### config.mk
export PLATFORM = sky130hd
export DESIGN_NAME = overlay_top
export DESIGN_NICKNAME = d
export VERILOG_FILES = /design/src/design/overlay_pkg.sv /design/src/design/beam_if.sv /design/src/design/glyph_rom.sv /design/src/design/pixel_capture.sv /design/src/design/score_text.sv /design/src/design/banner_text.sv /design/src/design/pixel_mixer.sv /design/src/design/overlay_top.sv
export SDC_FILE = /design/constraint.sdc
export NUM_CORES = 1
export LEC_CHECK = 0
export BUFFER_PORTS_ARGS = -buffer_cell sky130_fd_sc_hd__buf_2
export CAP_MARGIN = 10
export CORE_UTILIZATION = 30
export CTS_CLUSTER_DIAMETER = 150
export CTS_CLUSTER_SIZE = 8
export DETAILED_ROUTE_END_ITERATION = 16
export HOLD_SLACK_MARGIN = 0.15
export PLACE_DENSITY_LB_ADDON = 0.12
export SLEW_MARGIN = 30
export SYNTH_ARGS = -nofsm -noshare
export SYNTH_HDL_FRONTEND = slang
export SYNTH_SLANG_ARGS = --single-unit
### constraint.sdc
create_clock -name clk -period 5.5 [get_ports clk]
set_clock_uncertainty 0.1 [all_clocks]
set_input_delay 0.275 -clock clk [delete_from_list [all_inputs] [get_ports clk]]
set_output_delay 0.275 -clock clk [all_outputs]
set_load 0.005 [all_outputs]
### src/design/overlay_pkg.sv
package overlay_pkg;

    typedef logic [9:0] coord_t;

    // rgb565 layout of a camera or sprite word
    typedef struct packed {
        logic [4:0] red;
        logic [5:0] green;
        logic [4:0] blue;
    } rgb565_t;

    typedef union packed {
        logic [15:0] raw;
        rgb565_t     field;
    } pixel_u;

    // ball sprite
    localparam int BALL_SIZE = 20;

    // font geometry
    localparam int FONT_W     = 8;
    localparam int FONT_H     = 8;
    localparam int TEXT_SCALE = 2;

    // score box origin
    localparam int SCORE_X = 500;
    localparam int SCORE_Y = 40;

    // end-of-game banner
    localparam int BANNER_Y     = 200;
    localparam int GAMEOVER_X   = 250;
    localparam int LOSE_X       = 280;
    localparam int GAMEOVER_LEN = 9;
    localparam int LOSE_LEN     = 4;

    // character 0 sits at the leftmost slot
    localparam logic [0:8][7:0] GAMEOVER_STR = "GAME OVER";
    localparam logic [0:3][7:0] LOSE_STR     = "LOSE";

    localparam logic [7:0] ASCII_ZERO = 8'h30;

    // colours
    localparam logic [15:0] TEXT_WHITE = 16'hFFFF;
    localparam logic [15:0] BANNER_RED = 16'hF001;
    localparam logic [15:0] BLACK      = 16'h0000;

endpackage

### src/design/beam_if.sv
`timescale 1ns/1ps

interface beam_if;
    import overlay_pkg::*;

    coord_t     x;
    coord_t     y;
    coord_t     ball_x;
    coord_t     ball_y;
    pixel_u     camera;
    pixel_u     sprite;
    logic [7:0] score;
    logic       game_over;
    logic       player_two;
    logic       ball_send_trigger;
    logic       is_idle;

    modport source (
        output x, y, ball_x, ball_y, camera, sprite, score,
        output game_over, player_two, ball_send_trigger, is_idle
    );

    modport consumer (
        input x, y, ball_x, ball_y, camera, sprite, score,
        input game_over, player_two, ball_send_trigger, is_idle
    );

endinterface

### src/design/glyph_rom.sv
`timescale 1ns/1ps

module glyph_rom (
    input  logic [7:0] code,
    input  logic [2:0] row,
    output logic [7:0] bits
);

    // row 0 first, leftmost column in bit 7
    logic [0:7][7:0] glyph;

    always_comb begin
        case (code)
            8'h30: glyph = {8'b00111100, 8'b01100110, 8'b01101110, 8'b01110110,
                            8'b01100110, 8'b01100110, 8'b00111100, 8'b00000000};
            8'h31: glyph = {8'b00011000, 8'b00111000, 8'b00011000, 8'b00011000,
                            8'b00011000, 8'b00011000, 8'b01111110, 8'b00000000};
            8'h32: glyph = {8'b00111100, 8'b01100110, 8'b00000110, 8'b00001100,
                            8'b00110000, 8'b01100000, 8'b01111110, 8'b00000000};
            8'h33: glyph = {8'b00111100, 8'b01100110, 8'b00000110, 8'b00011100,
                            8'b00000110, 8'b01100110, 8'b00111100, 8'b00000000};
            8'h34: glyph = {8'b00001100, 8'b00011100, 8'b00111100, 8'b01101100,
                            8'b01111110, 8'b00001100, 8'b00001100, 8'b00000000};
            8'h35: glyph = {8'b01111110, 8'b01100000, 8'b01111100, 8'b00000110,
                            8'b00000110, 8'b01100110, 8'b00111100, 8'b00000000};
            8'h36: glyph = {8'b00111100, 8'b01100000, 8'b01111100, 8'b01100110,
                            8'b01100110, 8'b01100110, 8'b00111100, 8'b00000000};
            8'h37: glyph = {8'b01111110, 8'b00000110, 8'b00001100, 8'b00011000,
                            8'b00110000, 8'b00110000, 8'b00110000, 8'b00000000};
            8'h38: glyph = {8'b00111100, 8'b01100110, 8'b01100110, 8'b00111100,
                            8'b01100110, 8'b01100110, 8'b00111100, 8'b00000000};
            8'h39: glyph = {8'b00111100, 8'b01100110, 8'b01100110, 8'b00111110,
                            8'b00000110, 8'b00000110, 8'b00111100, 8'b00000000};
            8'h41: glyph = {8'b00011000, 8'b00111100, 8'b01100110, 8'b01100110,
                            8'b01111110, 8'b01100110, 8'b01100110, 8'b00000000};
            8'h45: glyph = {8'b01111110, 8'b01100000, 8'b01100000, 8'b01111100,
                            8'b01100000, 8'b01100000, 8'b01111110, 8'b00000000};
            8'h47: glyph = {8'b00111100, 8'b01100110, 8'b01100000, 8'b01101110,
                            8'b01100110, 8'b01100110, 8'b00111100, 8'b00000000};
            8'h4C: glyph = {8'b01100000, 8'b01100000, 8'b01100000, 8'b01100000,
                            8'b01100000, 8'b01100000, 8'b01111110, 8'b00000000};
            8'h4D: glyph = {8'b01100011, 8'b01110111, 8'b01111111, 8'b01101011,
                            8'b01100011, 8'b01100011, 8'b01100011, 8'b00000000};
            8'h4F: glyph = {8'b00111100, 8'b01100110, 8'b01100110, 8'b01100110,
                            8'b01100110, 8'b01100110, 8'b00111100, 8'b00000000};
            8'h52: glyph = {8'b01111100, 8'b01100110, 8'b01100110, 8'b01111100,
                            8'b01101100, 8'b01100110, 8'b01100110, 8'b00000000};
            8'h53: glyph = {8'b00111110, 8'b01100000, 8'b01100000, 8'b00111100,
                            8'b00000110, 8'b00000110, 8'b01111100, 8'b00000000};
            8'h56: glyph = {8'b01100110, 8'b01100110, 8'b01100110, 8'b01100110,
                            8'b01100110, 8'b00111100, 8'b00011000, 8'b00000000};
            // space and anything unknown
            default: glyph = '0;
        endcase
    end

    assign bits = glyph[row];

endmodule

### src/design/pixel_capture.sv
`timescale 1ns/1ps

module pixel_capture (
    input  logic                clk,
    input  logic                rst_n,
    input  logic                player_two,
    input  logic                game_over,
    input  logic                ball_send_trigger,
    input  logic                is_idle,
    input  overlay_pkg::coord_t x_pixel,
    input  overlay_pkg::coord_t y_pixel,
    input  overlay_pkg::coord_t ball_x,
    input  overlay_pkg::coord_t ball_y,
    input  logic [15:0]         camera_pixel,
    input  logic [15:0]         sprite_pixel,
    input  logic [7:0]          score,
    output logic [4:0]          x_offset,
    output logic [4:0]          y_offset,
    beam_if.source              beam
);
    import overlay_pkg::*;

    coord_t dx;
    coord_t dy;

    // sprite rom address, same cycle as the beam
    assign dx       = x_pixel - ball_x;
    assign dy       = y_pixel - ball_y;
    assign x_offset = dx[4:0];
    assign y_offset = dy[4:0];

    // beam and pixel payload
    always_ff @(posedge clk) begin
        beam.x          <= x_pixel;
        beam.y          <= y_pixel;
        beam.ball_x     <= ball_x;
        beam.ball_y     <= ball_y;
        beam.camera.raw <= camera_pixel;
        beam.sprite.raw <= sprite_pixel;
    end

    // game state
    always_ff @(posedge clk) begin
        if (!rst_n) begin
            beam.score             <= 8'd0;
            beam.game_over         <= 1'b0;
            beam.player_two        <= 1'b0;
            beam.ball_send_trigger <= 1'b0;
            beam.is_idle           <= 1'b0;
        end else begin
            beam.score             <= score;
            beam.game_over         <= game_over;
            beam.player_two        <= player_two;
            beam.ball_send_trigger <= ball_send_trigger;
            beam.is_idle           <= is_idle;
        end
    end

endmodule

### src/design/score_text.sv
`timescale 1ns/1ps

module score_text (
    beam_if.consumer beam,
    output logic     score_box,
    output logic     score_lit
);
    import overlay_pkg::*;

    logic [7:0] tens_full;
    logic [7:0] ones_full;
    logic [3:0] tens;
    logic [3:0] ones;
    logic [7:0] code;
    logic [7:0] bits;
    coord_t     sx;
    coord_t     sy;
    coord_t     row_full;
    coord_t     col_full;

    // decimal split, tens kept to one nibble
    assign tens_full = beam.score / 8'd10;
    assign ones_full = beam.score % 8'd10;
    assign tens      = tens_full[3:0];
    assign ones      = ones_full[3:0];

    assign sx = beam.x - coord_t'(SCORE_X);
    assign sy = beam.y - coord_t'(SCORE_Y);

    assign score_box = (beam.x >= coord_t'(SCORE_X)) &&
                       (sx < coord_t'(2 * FONT_W * TEXT_SCALE)) &&
                       (beam.y >= coord_t'(SCORE_Y)) &&
                       (sy < coord_t'(FONT_H * TEXT_SCALE));

    // col_full bit 3 picks the ones digit
    assign row_full = sy / coord_t'(TEXT_SCALE);
    assign col_full = sx / coord_t'(TEXT_SCALE);

    assign code = col_full[3] ? ASCII_ZERO + {4'd0, ones} : ASCII_ZERO + {4'd0, tens};

    glyph_rom u_glyph (
        .code (code),
        .row  (row_full[2:0]),
        .bits (bits)
    );

    assign score_lit = score_box && bits[3'd7 - col_full[2:0]];

endmodule

### src/design/banner_text.sv
`timescale 1ns/1ps

module banner_text (
    beam_if.consumer beam,
    output logic     banner_lit
);
    import overlay_pkg::*;

    coord_t     org_x;
    coord_t     width;
    coord_t     bx;
    coord_t     by;
    coord_t     char_idx;
    coord_t     row_idx;
    coord_t     col_idx;
    logic       in_box;
    logic [7:0] code;
    logic [7:0] bits;

    // two-player shows LOSE, one-player GAME OVER
    always_comb begin
        if (beam.player_two) begin
            org_x = coord_t'(LOSE_X);
            width = coord_t'(LOSE_LEN * FONT_W * TEXT_SCALE);
        end else begin
            org_x = coord_t'(GAMEOVER_X);
            width = coord_t'(GAMEOVER_LEN * FONT_W * TEXT_SCALE);
        end
    end

    assign bx = beam.x - org_x;
    assign by = beam.y - coord_t'(BANNER_Y);

    assign in_box = (beam.x >= org_x) && (bx < width) &&
                    (beam.y >= coord_t'(BANNER_Y)) &&
                    (by < coord_t'(FONT_H * TEXT_SCALE));

    // each character cell is 16 pixels wide
    assign char_idx = bx / coord_t'(FONT_W * TEXT_SCALE);
    assign row_idx  = by / coord_t'(TEXT_SCALE);
    assign col_idx  = (bx % coord_t'(FONT_W * TEXT_SCALE)) / coord_t'(TEXT_SCALE);

    always_comb begin
        if (beam.player_two) begin
            code = LOSE_STR[char_idx[1:0]];
        end else if (char_idx < coord_t'(GAMEOVER_LEN)) begin
            code = GAMEOVER_STR[char_idx[3:0]];
        end else begin
            code = 8'h20;
        end
    end

    glyph_rom u_glyph (
        .code (code),
        .row  (row_idx[2:0]),
        .bits (bits)
    );

    assign banner_lit = beam.game_over && in_box && bits[3'd7 - col_idx[2:0]];

endmodule

### src/design/pixel_mixer.sv
`timescale 1ns/1ps

module pixel_mixer (
    input  logic       clk,
    input  logic       rst_n,
    beam_if.consumer   beam,
    input  logic       score_box,
    input  logic       score_lit,
    input  logic       banner_lit,
    output logic [3:0] red,
    output logic [3:0] green,
    output logic [3:0] blue,
    output logic       is_hit_area
);
    import overlay_pkg::*;

    logic [10:0] ball_x_end;
    logic [10:0] ball_y_end;
    logic        in_ball;
    logic        sprite_hidden;
    pixel_u      disp;

    // eleven bits so the window edge never wraps
    assign ball_x_end = {1'b0, beam.ball_x} + 11'(BALL_SIZE);
    assign ball_y_end = {1'b0, beam.ball_y} + 11'(BALL_SIZE);

    assign in_ball = (beam.x >= beam.ball_x) && ({1'b0, beam.x} < ball_x_end) &&
                     (beam.y >= beam.ball_y) && ({1'b0, beam.y} < ball_y_end);

    // ball is drawn only while in play
    assign sprite_hidden = beam.game_over || beam.ball_send_trigger || beam.is_idle;

    always_comb begin
        if (banner_lit) begin
            disp.raw = BANNER_RED;
        end else if (in_ball && beam.sprite.raw != 16'h0000) begin
            disp = sprite_hidden ? beam.camera : beam.sprite;
        end else if (score_box) begin
            disp.raw = score_lit ? TEXT_WHITE : BLACK;
        end else begin
            disp = beam.camera;
        end
    end

    always_ff @(posedge clk) begin
        if (!rst_n) begin
            red         <= 4'd0;
            green       <= 4'd0;
            blue        <= 4'd0;
            is_hit_area <= 1'b0;
        end else begin
            red         <= disp.field.red[4:1];
            green       <= disp.field.green[5:2];
            blue        <= disp.field.blue[4:1];
            is_hit_area <= in_ball;
        end
    end

endmodule

### src/design/overlay_top.sv
`timescale 1ns/1ps

module overlay_top (
    input  logic                clk,
    input  logic                rst_n,
    input  logic                player_two,
    input  logic                game_over,
    input  logic                ball_send_trigger,
    input  logic                is_idle,
    input  overlay_pkg::coord_t x_pixel,
    input  overlay_pkg::coord_t y_pixel,
    input  overlay_pkg::coord_t ball_x,
    input  overlay_pkg::coord_t ball_y,
    input  logic [15:0]         camera_pixel,
    input  logic [15:0]         sprite_pixel,
    input  logic [7:0]          score,
    output logic [4:0]          x_offset,
    output logic [4:0]          y_offset,
    output logic [3:0]          red,
    output logic [3:0]          green,
    output logic [3:0]          blue,
    output logic                is_hit_area
);

    logic score_box;
    logic score_lit;
    logic banner_lit;

    beam_if beam ();

    // stage 1 registers the beam
    pixel_capture u_capture (
        .clk               (clk),
        .rst_n             (rst_n),
        .player_two        (player_two),
        .game_over         (game_over),
        .ball_send_trigger (ball_send_trigger),
        .is_idle           (is_idle),
        .x_pixel           (x_pixel),
        .y_pixel           (y_pixel),
        .ball_x            (ball_x),
        .ball_y            (ball_y),
        .camera_pixel      (camera_pixel),
        .sprite_pixel      (sprite_pixel),
        .score             (score),
        .x_offset          (x_offset),
        .y_offset          (y_offset),
        .beam              (beam)
    );

    score_text u_score (
        .beam      (beam),
        .score_box (score_box),
        .score_lit (score_lit)
    );

    banner_text u_banner (
        .beam       (beam),
        .banner_lit (banner_lit)
    );

    // stage 2 registers the colour
    pixel_mixer u_mixer (
        .clk         (clk),
        .rst_n       (rst_n),
        .beam        (beam),
        .score_box   (score_box),
        .score_lit   (score_lit),
        .banner_lit  (banner_lit),
        .red         (red),
        .green       (green),
        .blue        (blue),
        .is_hit_area (is_hit_area)
    );

endmodule

==> results of run 1 <==
layout make-up:
class	count	area, um2	share of cell area [%]
Clock buffer	11	243	2.52
Clock inverter	5	65.1	0.676
Inverter	67	251	2.61
Multi-Input combinational cell	717	5210	54.1
Sequential cell	93	1860	19.3
Tap cell	324	405	4.21
Timing Repair Buffer	220	1590	16.5
state kept, by name (all words and copies together) (netlist names):
register	flops
u_capture.beam.ball_send_trigger	1
u_capture.beam.ball_x	10
u_capture.beam.ball_y	10
u_capture.beam.camera	12
u_capture.beam.game_over	1
u_capture.beam.is_idle	1
u_capture.beam.player_two	1
u_capture.beam.score	8
u_capture.beam.sprite	16
u_capture.beam.x	10
u_capture.beam.y	10
u_mixer.blue	4
u_mixer.green	4
u_mixer.is_hit_area	1
u_mixer.red	4
worst paths after layout:
| check | startpoint | end | slack [ps] | cells after the start |
|---|---|---|---|---|
| worst min register to register | u_capture.beam.camera[8] | u_mixer.green[1] | 500 | 4 |
| worst max-delay path | u_capture.beam.player_two | u_mixer.blue[1] | 430 | 20 |
| worst max register to register | u_capture.beam.player_two | u_mixer.blue[1] | 430 | 20 |
| worst min-delay path | rst_n | u_mixer.is_hit_area | 260 | 3 |
synth_stat cells (all sizes together) (4+ instances only):
| cell | n |
|---|---|
| nor2 | 71 |
| a2111oi | 4 |
| nor3 | 34 |
| o221ai | 5 |
| buf | 39 |
| xnor2 | 28 |
| o21ai | 46 |
| ha | 63 |
| a21o | 25 |
| nor4 | 8 |
| inv | 63 |
| dfxtp | 93 |
| a22oi | 10 |
| nand3b | 6 |
| clkbuf | 17 |
| o31ai | 9 |
| o211ai | 20 |
| nand3 | 25 |
| and3 | 4 |
| and2 | 19 |
| a311oi | 4 |
| clkinv | 4 |
| nor2b | 6 |
| and3b | 4 |
| o22ai | 17 |
| nand4 | 20 |
| a21oi | 46 |
| a2111o | 4 |
| nand2 | 65 |
| mux2i | 8 |
| a221oi | 8 |
| xor2 | 5 |
| nor3b | 7 |
| a32oi | 6 |
| a31oi | 13 |
| a211oi | 21 |
| o2111ai | 10 |
| nor4b | 4 |
| o311ai | 4 |
| mux2 | 15 |
| nand2b | 12 |
| o31a | 4 |
metrics by stage:
stage                     instances  worst slack [ps]  power (W)
after CTS                      1437               389    0.00221
after global placement         1341               453    0.00152
after detailed placement       1341               427    0.00152
after global routing           1437              13.1    0.00234
final                          1437               434    0.00219
after floorplan                 933               885    0.00131
cells by family after synthesis:
kind of cell | after synthesis
compound gates | 291
xor+xnor | 33
fa+ha+maj | 66
buf+inv | 123
flops | 93
mux | 23
simple gates | 304
report_power, final:
group          switching [W]  internal (W)
clock network       0.000272      0.000370
registers          0.0000390      0.000713
logic               0.000451      0.000350
timing repair:
action / CTS / global route
endpoints found under the hold margin: 80 / 0
setup endpoints to repair: 0 / 7
hold buffers: 80 / 0
resized for setup: 0 / 1
tightest hold or removal path, stage by stage:
cell and delay, ps:
buf_2 240, inv_1 90, nor2_1 40
routing by layer:
layer,GRT usage (%),part of all wire [%],vias up
li1,-,-,3830
met2,29.3,47,217
met5,0,0,-
met3,3.03,5.0,23
met1,24.1,47,3499
met4,4.12,0.97,0
==> results.md, run 1 <==
* Synth Area in Simple Gates at 21.3%
* Period utilisation layout at 92.1%
* Syn. warnings at 0
* H-tree Lvls at 3
* Leakage at 4.14 nW
* Slew @ Worst Pin at 847 ps
* Yosys top cell area share at 24.5%
* Synth Flop Type: dfxtp_1
* # IOs at 109
* Cell area power density at 228 nW/um2
* Routed wire length at 22.7 mm
* CP Cell Sequence: clkinv_1, ha_1, and2b_1, nor2_1, xnor2_1, inv_1, ha_1, inv_1, nor3_1, nand3_1, buf_4, nor3_2, buf_4, a22oi_1, nand2_1, a2111oi_2, a311oi_2, a211oi_4, o21ai_4, nor2_1
* Post-DP HPWL at 17.0 mm
* Syn nets at 1,084
* Vias in the first global route at 7,134
* Mux contribution to synthesized area at 3.27%
* Initial antenna violation count at 0
* Initial core utilization at 30.9%
* Seq/Total Area, Yosys at 24.5%
* Rows at 57
* # fillers at 2,538
* Drt wl/cell at 15.8 um
* Adder-cell area share of the yosys netlist at 11.0%
* Pin count of the biggest net entering global routing at 28
* Drc violations at 0
* Endpoints failing setup at 0
* Sum Neg Setup Slack at 0 ps
* Worst setup EP type: register
* Maximum root-to-sink buffer count at 2
* Die W at 161 um
* Routability cong. at 0.886
* Initial DRC count at 671
* Worst Path Max Fanout at 8
* Max-slew violations at 0
* Compound-cell area share of the yosys netlist at 28.9%
* Routed via count at 7,569
* Post-synth ARST share at 0%
* Post-Syn Area at 7610 um2
* Share of cells above drive strength 1 at 19.0%
* Cell area after layout at 9630 um2
* Worst EP required at 5680 ps
* Largest delay share family, worst path: compound AO/OA/AOI/OAI gates
* Clk slew on worst S/H paths at 70 ps
* Max_cap viols at 0
* Critical path type: reg -> reg
* # diodes at 0
* Largest area contributor in the netlist: dfxtp_1
* Total grt overflow at 0
* Crit-path max cell delay at 480 ps
* CTS tree: yes
* DP Area at 8510 um2
* Synth Instances at 933
* Largest family of logic cells by synthesized area: compound AO/OA/AOI/OAI gates
* Synth area leaders: dfxtp_1, ha_1, nor2_1
* Vias/cell at 5.27
* Synth unique cells at 104
* WP data arrival at 5250 ps
* Hold Crit Class: in -> reg
* Most frequent cells in the layout: buf_2, dfxtp_1, dlygate4sd3_1
* Worst vdd ir at 200 uV
* Final min period at 5070 ps
* Total die area at 26,000 um2
* Die Span Y at 161 um
* Core Region at 24,600 um2
* Critical path buffers and inverters at 5
* Post-synth EDFFs at 0
* RSZ-0062 raised after global routing: false
* Post-CTS Setup Repair Bufs at 0
* Yosys reg bits at 93
* Post-Synth XOR/XNOR Area at 3.90%
* TritonRoute pass-1 iters at 5
* Worst skew pair latency at 350 ps
* TritonCTS Buffers at 9
* Min Hold Slack at 257 ps
* First-pass GRT wire length at 37.7 mm
* Area growth from synthesis to layout at 26.5%
* I/O Buffers at 104
* Syn avg cell area at 8.16 um2
* Slowest cell on the critical path: dfxtp_1
* Post-DRT Antenna Nets at 0
* Clk sinks at 93
* Commonest non-fill, non-tap cell in the layout: buf_2
* FMAX at 197 MHz
* Relative slew slack at 43.4%
* Nets@finish at 1,259
* GRT Total Usage at 17.8%
* Layout Utilization at 39.1%
* Crit start category: register
* Status: finished, final reports clean
* Hold Violations, Final at 0
* Root Driver: clkbuf_16
(Power assumes the default switching activity.)
==> run 2, diff against run 1 <==
CORE_UTILIZATION = 51   (was 30)
==> results.md, run 2 (synthesis gave the netlist of run 1 again) <==
* Slew @ Worst Pin at 926 ps
* Drc violations at 0
* WHS Path Cells at 3
* R2R setup slack at 320 ps
* Status: finished, final reports clean
* Worst setup EP type: register
* Pre-CTS WS at 477 ps
* Worst Path Max Fanout at 8
* Worst EP required at 5690 ps
* Min Hold Slack at 269 ps
* Share of power burned in registers at 33.9%
* I/O Buffers at 104
* Max-slew violations at 0
* Cell area after layout at 9430 um2
* Reg with most FFs: u_capture.beam.sprite
* Total die area at 15,400 um2
* Post-DRT Antenna Nets at 0
* Crit-path max cell delay at 440 ps
* First-pass GRT wire length at 35.5 mm
* Slowest cell on the critical path: dfxtp_1
* Clk sinks at 93
* Share of cells above drive strength 1 at 18.7%
* Hold Crit Class: in -> reg
* Reg area at 1860 um2
* WP data arrival at 5370 ps
* Worst r2r path cells at 18
* Root Driver: clkbuf_16
* Initial DRC count at 760
* Max_cap viols at 0
* Pin count of the biggest net entering global routing at 28
* Vias/cell at 6.08
* Sum Neg Setup Slack at 0 ps
* Vias in the first global route at 7,507
* Multi-input logic area at 5210 um2
* Worst vdd ir at 286 uV
* Comb power frac at 36.6%
* CP Cell Sequence: inv_1, ha_1, ha_1, nand3b_1, xnor2_1, inv_1, ha_1, a22o_1, a211o_1, a21oi_1, nor3_1, a211oi_2, nand3_1, a221oi_1, a211oi_1, a211oi_4, o21ai_4, nor2_1
* Setup WS post-layout at 320 ps
* Initial core utilization at 52.4%
* TritonRoute pass-1 iters at 6
* Worst r2r dst: u_mixer.green[0]
* Relative slew slack at 37.8%
* Post-DP HPWL at 14.9 mm
* H-tree Lvls at 3
* CTS tree: yes
* Crit start category: register
* Routed wire length at 22.0 mm
* Biggest regs: u_capture.beam.sprite x16, u_capture.beam.camera x12
* FMAX at 193 MHz
* Internal power at 0.00143 W
* Routability cong. at 0.984
* Period utilisation layout at 94.2%
* Most frequent cells in the layout: buf_2, dfxtp_1, dlygate4sd3_1
* Cell area power density at 234 nW/um2
* Rows at 44
* # diodes at 0
* Sw Share at 35.2%
* Clk slew on worst S/H paths at 70 ps
* DP Area at 8300 um2
* RSZ-0062 raised after global routing: false
* Die W at 124 um
* Hold path startpoint: rst_n
* Die Span Y at 124 um
* Endpoints failing setup at 0
* Nets@finish at 1,254
* # IOs at 109
* Layout Utilization at 64.9%
* Post-CTS Setup Repair Bufs at 0
* Most used cell along the critical path: ha_1
* Area growth from synthesis to layout at 23.9%
* End of the worst hold path: u_mixer.is_hit_area
* # fillers at 1,205
* Reg-to-reg startpoint: u_capture.beam.x[1]
* Critical path type: reg -> reg
* Max reg flops at 16
* Leakage at 4.12 nW
* Net Sw Power at 0.000776 W
* Routed via count at 7,856
* Worst skew pair latency at 350 ps
* Core Region at 14,500 um2
* Maximum root-to-sink buffer count at 2
* GRT Total Usage at 29.0%
* Initial antenna violation count at 0
* Total grt overflow at 0
* Final min period at 5180 ps
* Drt wl/cell at 17.0 um
* Clock network power share at 29.5%
* Hold Violations, Final at 0
* TritonCTS Buffers at 9
* Commonest non-fill, non-tap cell in the layout: buf_2
[run 2: cell types whose count changed in the layout (fill, tap and decap cells not counted)]
cell / delta
nor3_2: -1
clkbuf_1: -1
clkinv_8: +1
xnor2_1: -1
clkinv_4: +1
nor3_1: +1
xnor2_2: +1
buf_4: -5
inv_8: +2
inv_6: -2
clkbuf_8: -1
[run 2: metal layers]
metal / share of wire [%] / vias to the layer above / global-route usage, %
li1: - / 3840 / -
met1: 42 / 3600 / 35.6
met2: 48 / 345 / 49.7
met3: 7.0 / 71 / 4.90
met4: 3.1 / 0 / 12.2
met5: 0 / - / 0
[run 2: timing repair]
item | in CTS | in global routing
hold endpoints to repair | 80 | 0
setup endpoints to repair | 0 | 8
gates resized for setup | 0 | 1
hold buffers | 80 | 0
[run 2: worst max path at each step]
stage | start | to | slack, ps | cells past startpoint
after floorplan | u_capture.beam.player_two | u_mixer.blue[0] | 890 | 20
after global placement | u_capture.beam.x[1] | u_mixer.green[0] | 550 | 18
after detailed placement | u_capture.beam.x[1] | u_mixer.green[0] | 480 | 18
after CTS | u_capture.beam.x[1] | u_mixer.green[0] | 440 | 18
after global routing | u_capture.beam.x[2] | u_mixer.blue[0] | 30 | 19
final | u_capture.beam.x[1] | u_mixer.green[0] | 320 | 18
[run 2: layout make-up]
cell class / count / share of cell area [%]
flip-flops and latches: 93 / 19.7
multi-input cells: 717 / 55.3
clock buffers: 9 / 2.39
inverters: 67 / 2.67
well taps: 184 / 2.44
clock inverters: 7 / 1.01
repair buffers: 215 / 16.5
[run 2: critical path, delay by kind of cell (launching register included)]
family | cells | cell delay, ps
simple gates | 4 | 720
buf+inv | 2 | 350
flops | 1 | 440
compound gates | 8 | 2450
fa+ha+maj | 3 | 740
xor+xnor | 1 | 290
[run 2: power by group through the flow]
| stage | logic [W] | registers [W] | clock network (W) |
|---|---|---|---|
| after floorplan | 0.000556 | 0.000750 | 0 |
| after detailed placement | 0.000734 | 0.000761 | 0 |
| after global routing | 0.000880 | 0.000751 | 0.000692 |
| after global placement | 0.000730 | 0.000760 | 0 |
| after CTS | 0.000782 | 0.000746 | 0.000655 |
| final | 0.000805 | 0.000746 | 0.000650 |
[run 2: through the flow]
step / instances / power, W
2_1_floorplan: 933 / 0.00131
3_3_place_gp: 1196 / 0.00149
3_5_place_dp: 1196 / 0.00149
4_1_cts: 1292 / 0.00218
5_1_grt: 1292 / 0.00232
6_report: 1292 / 0.00220
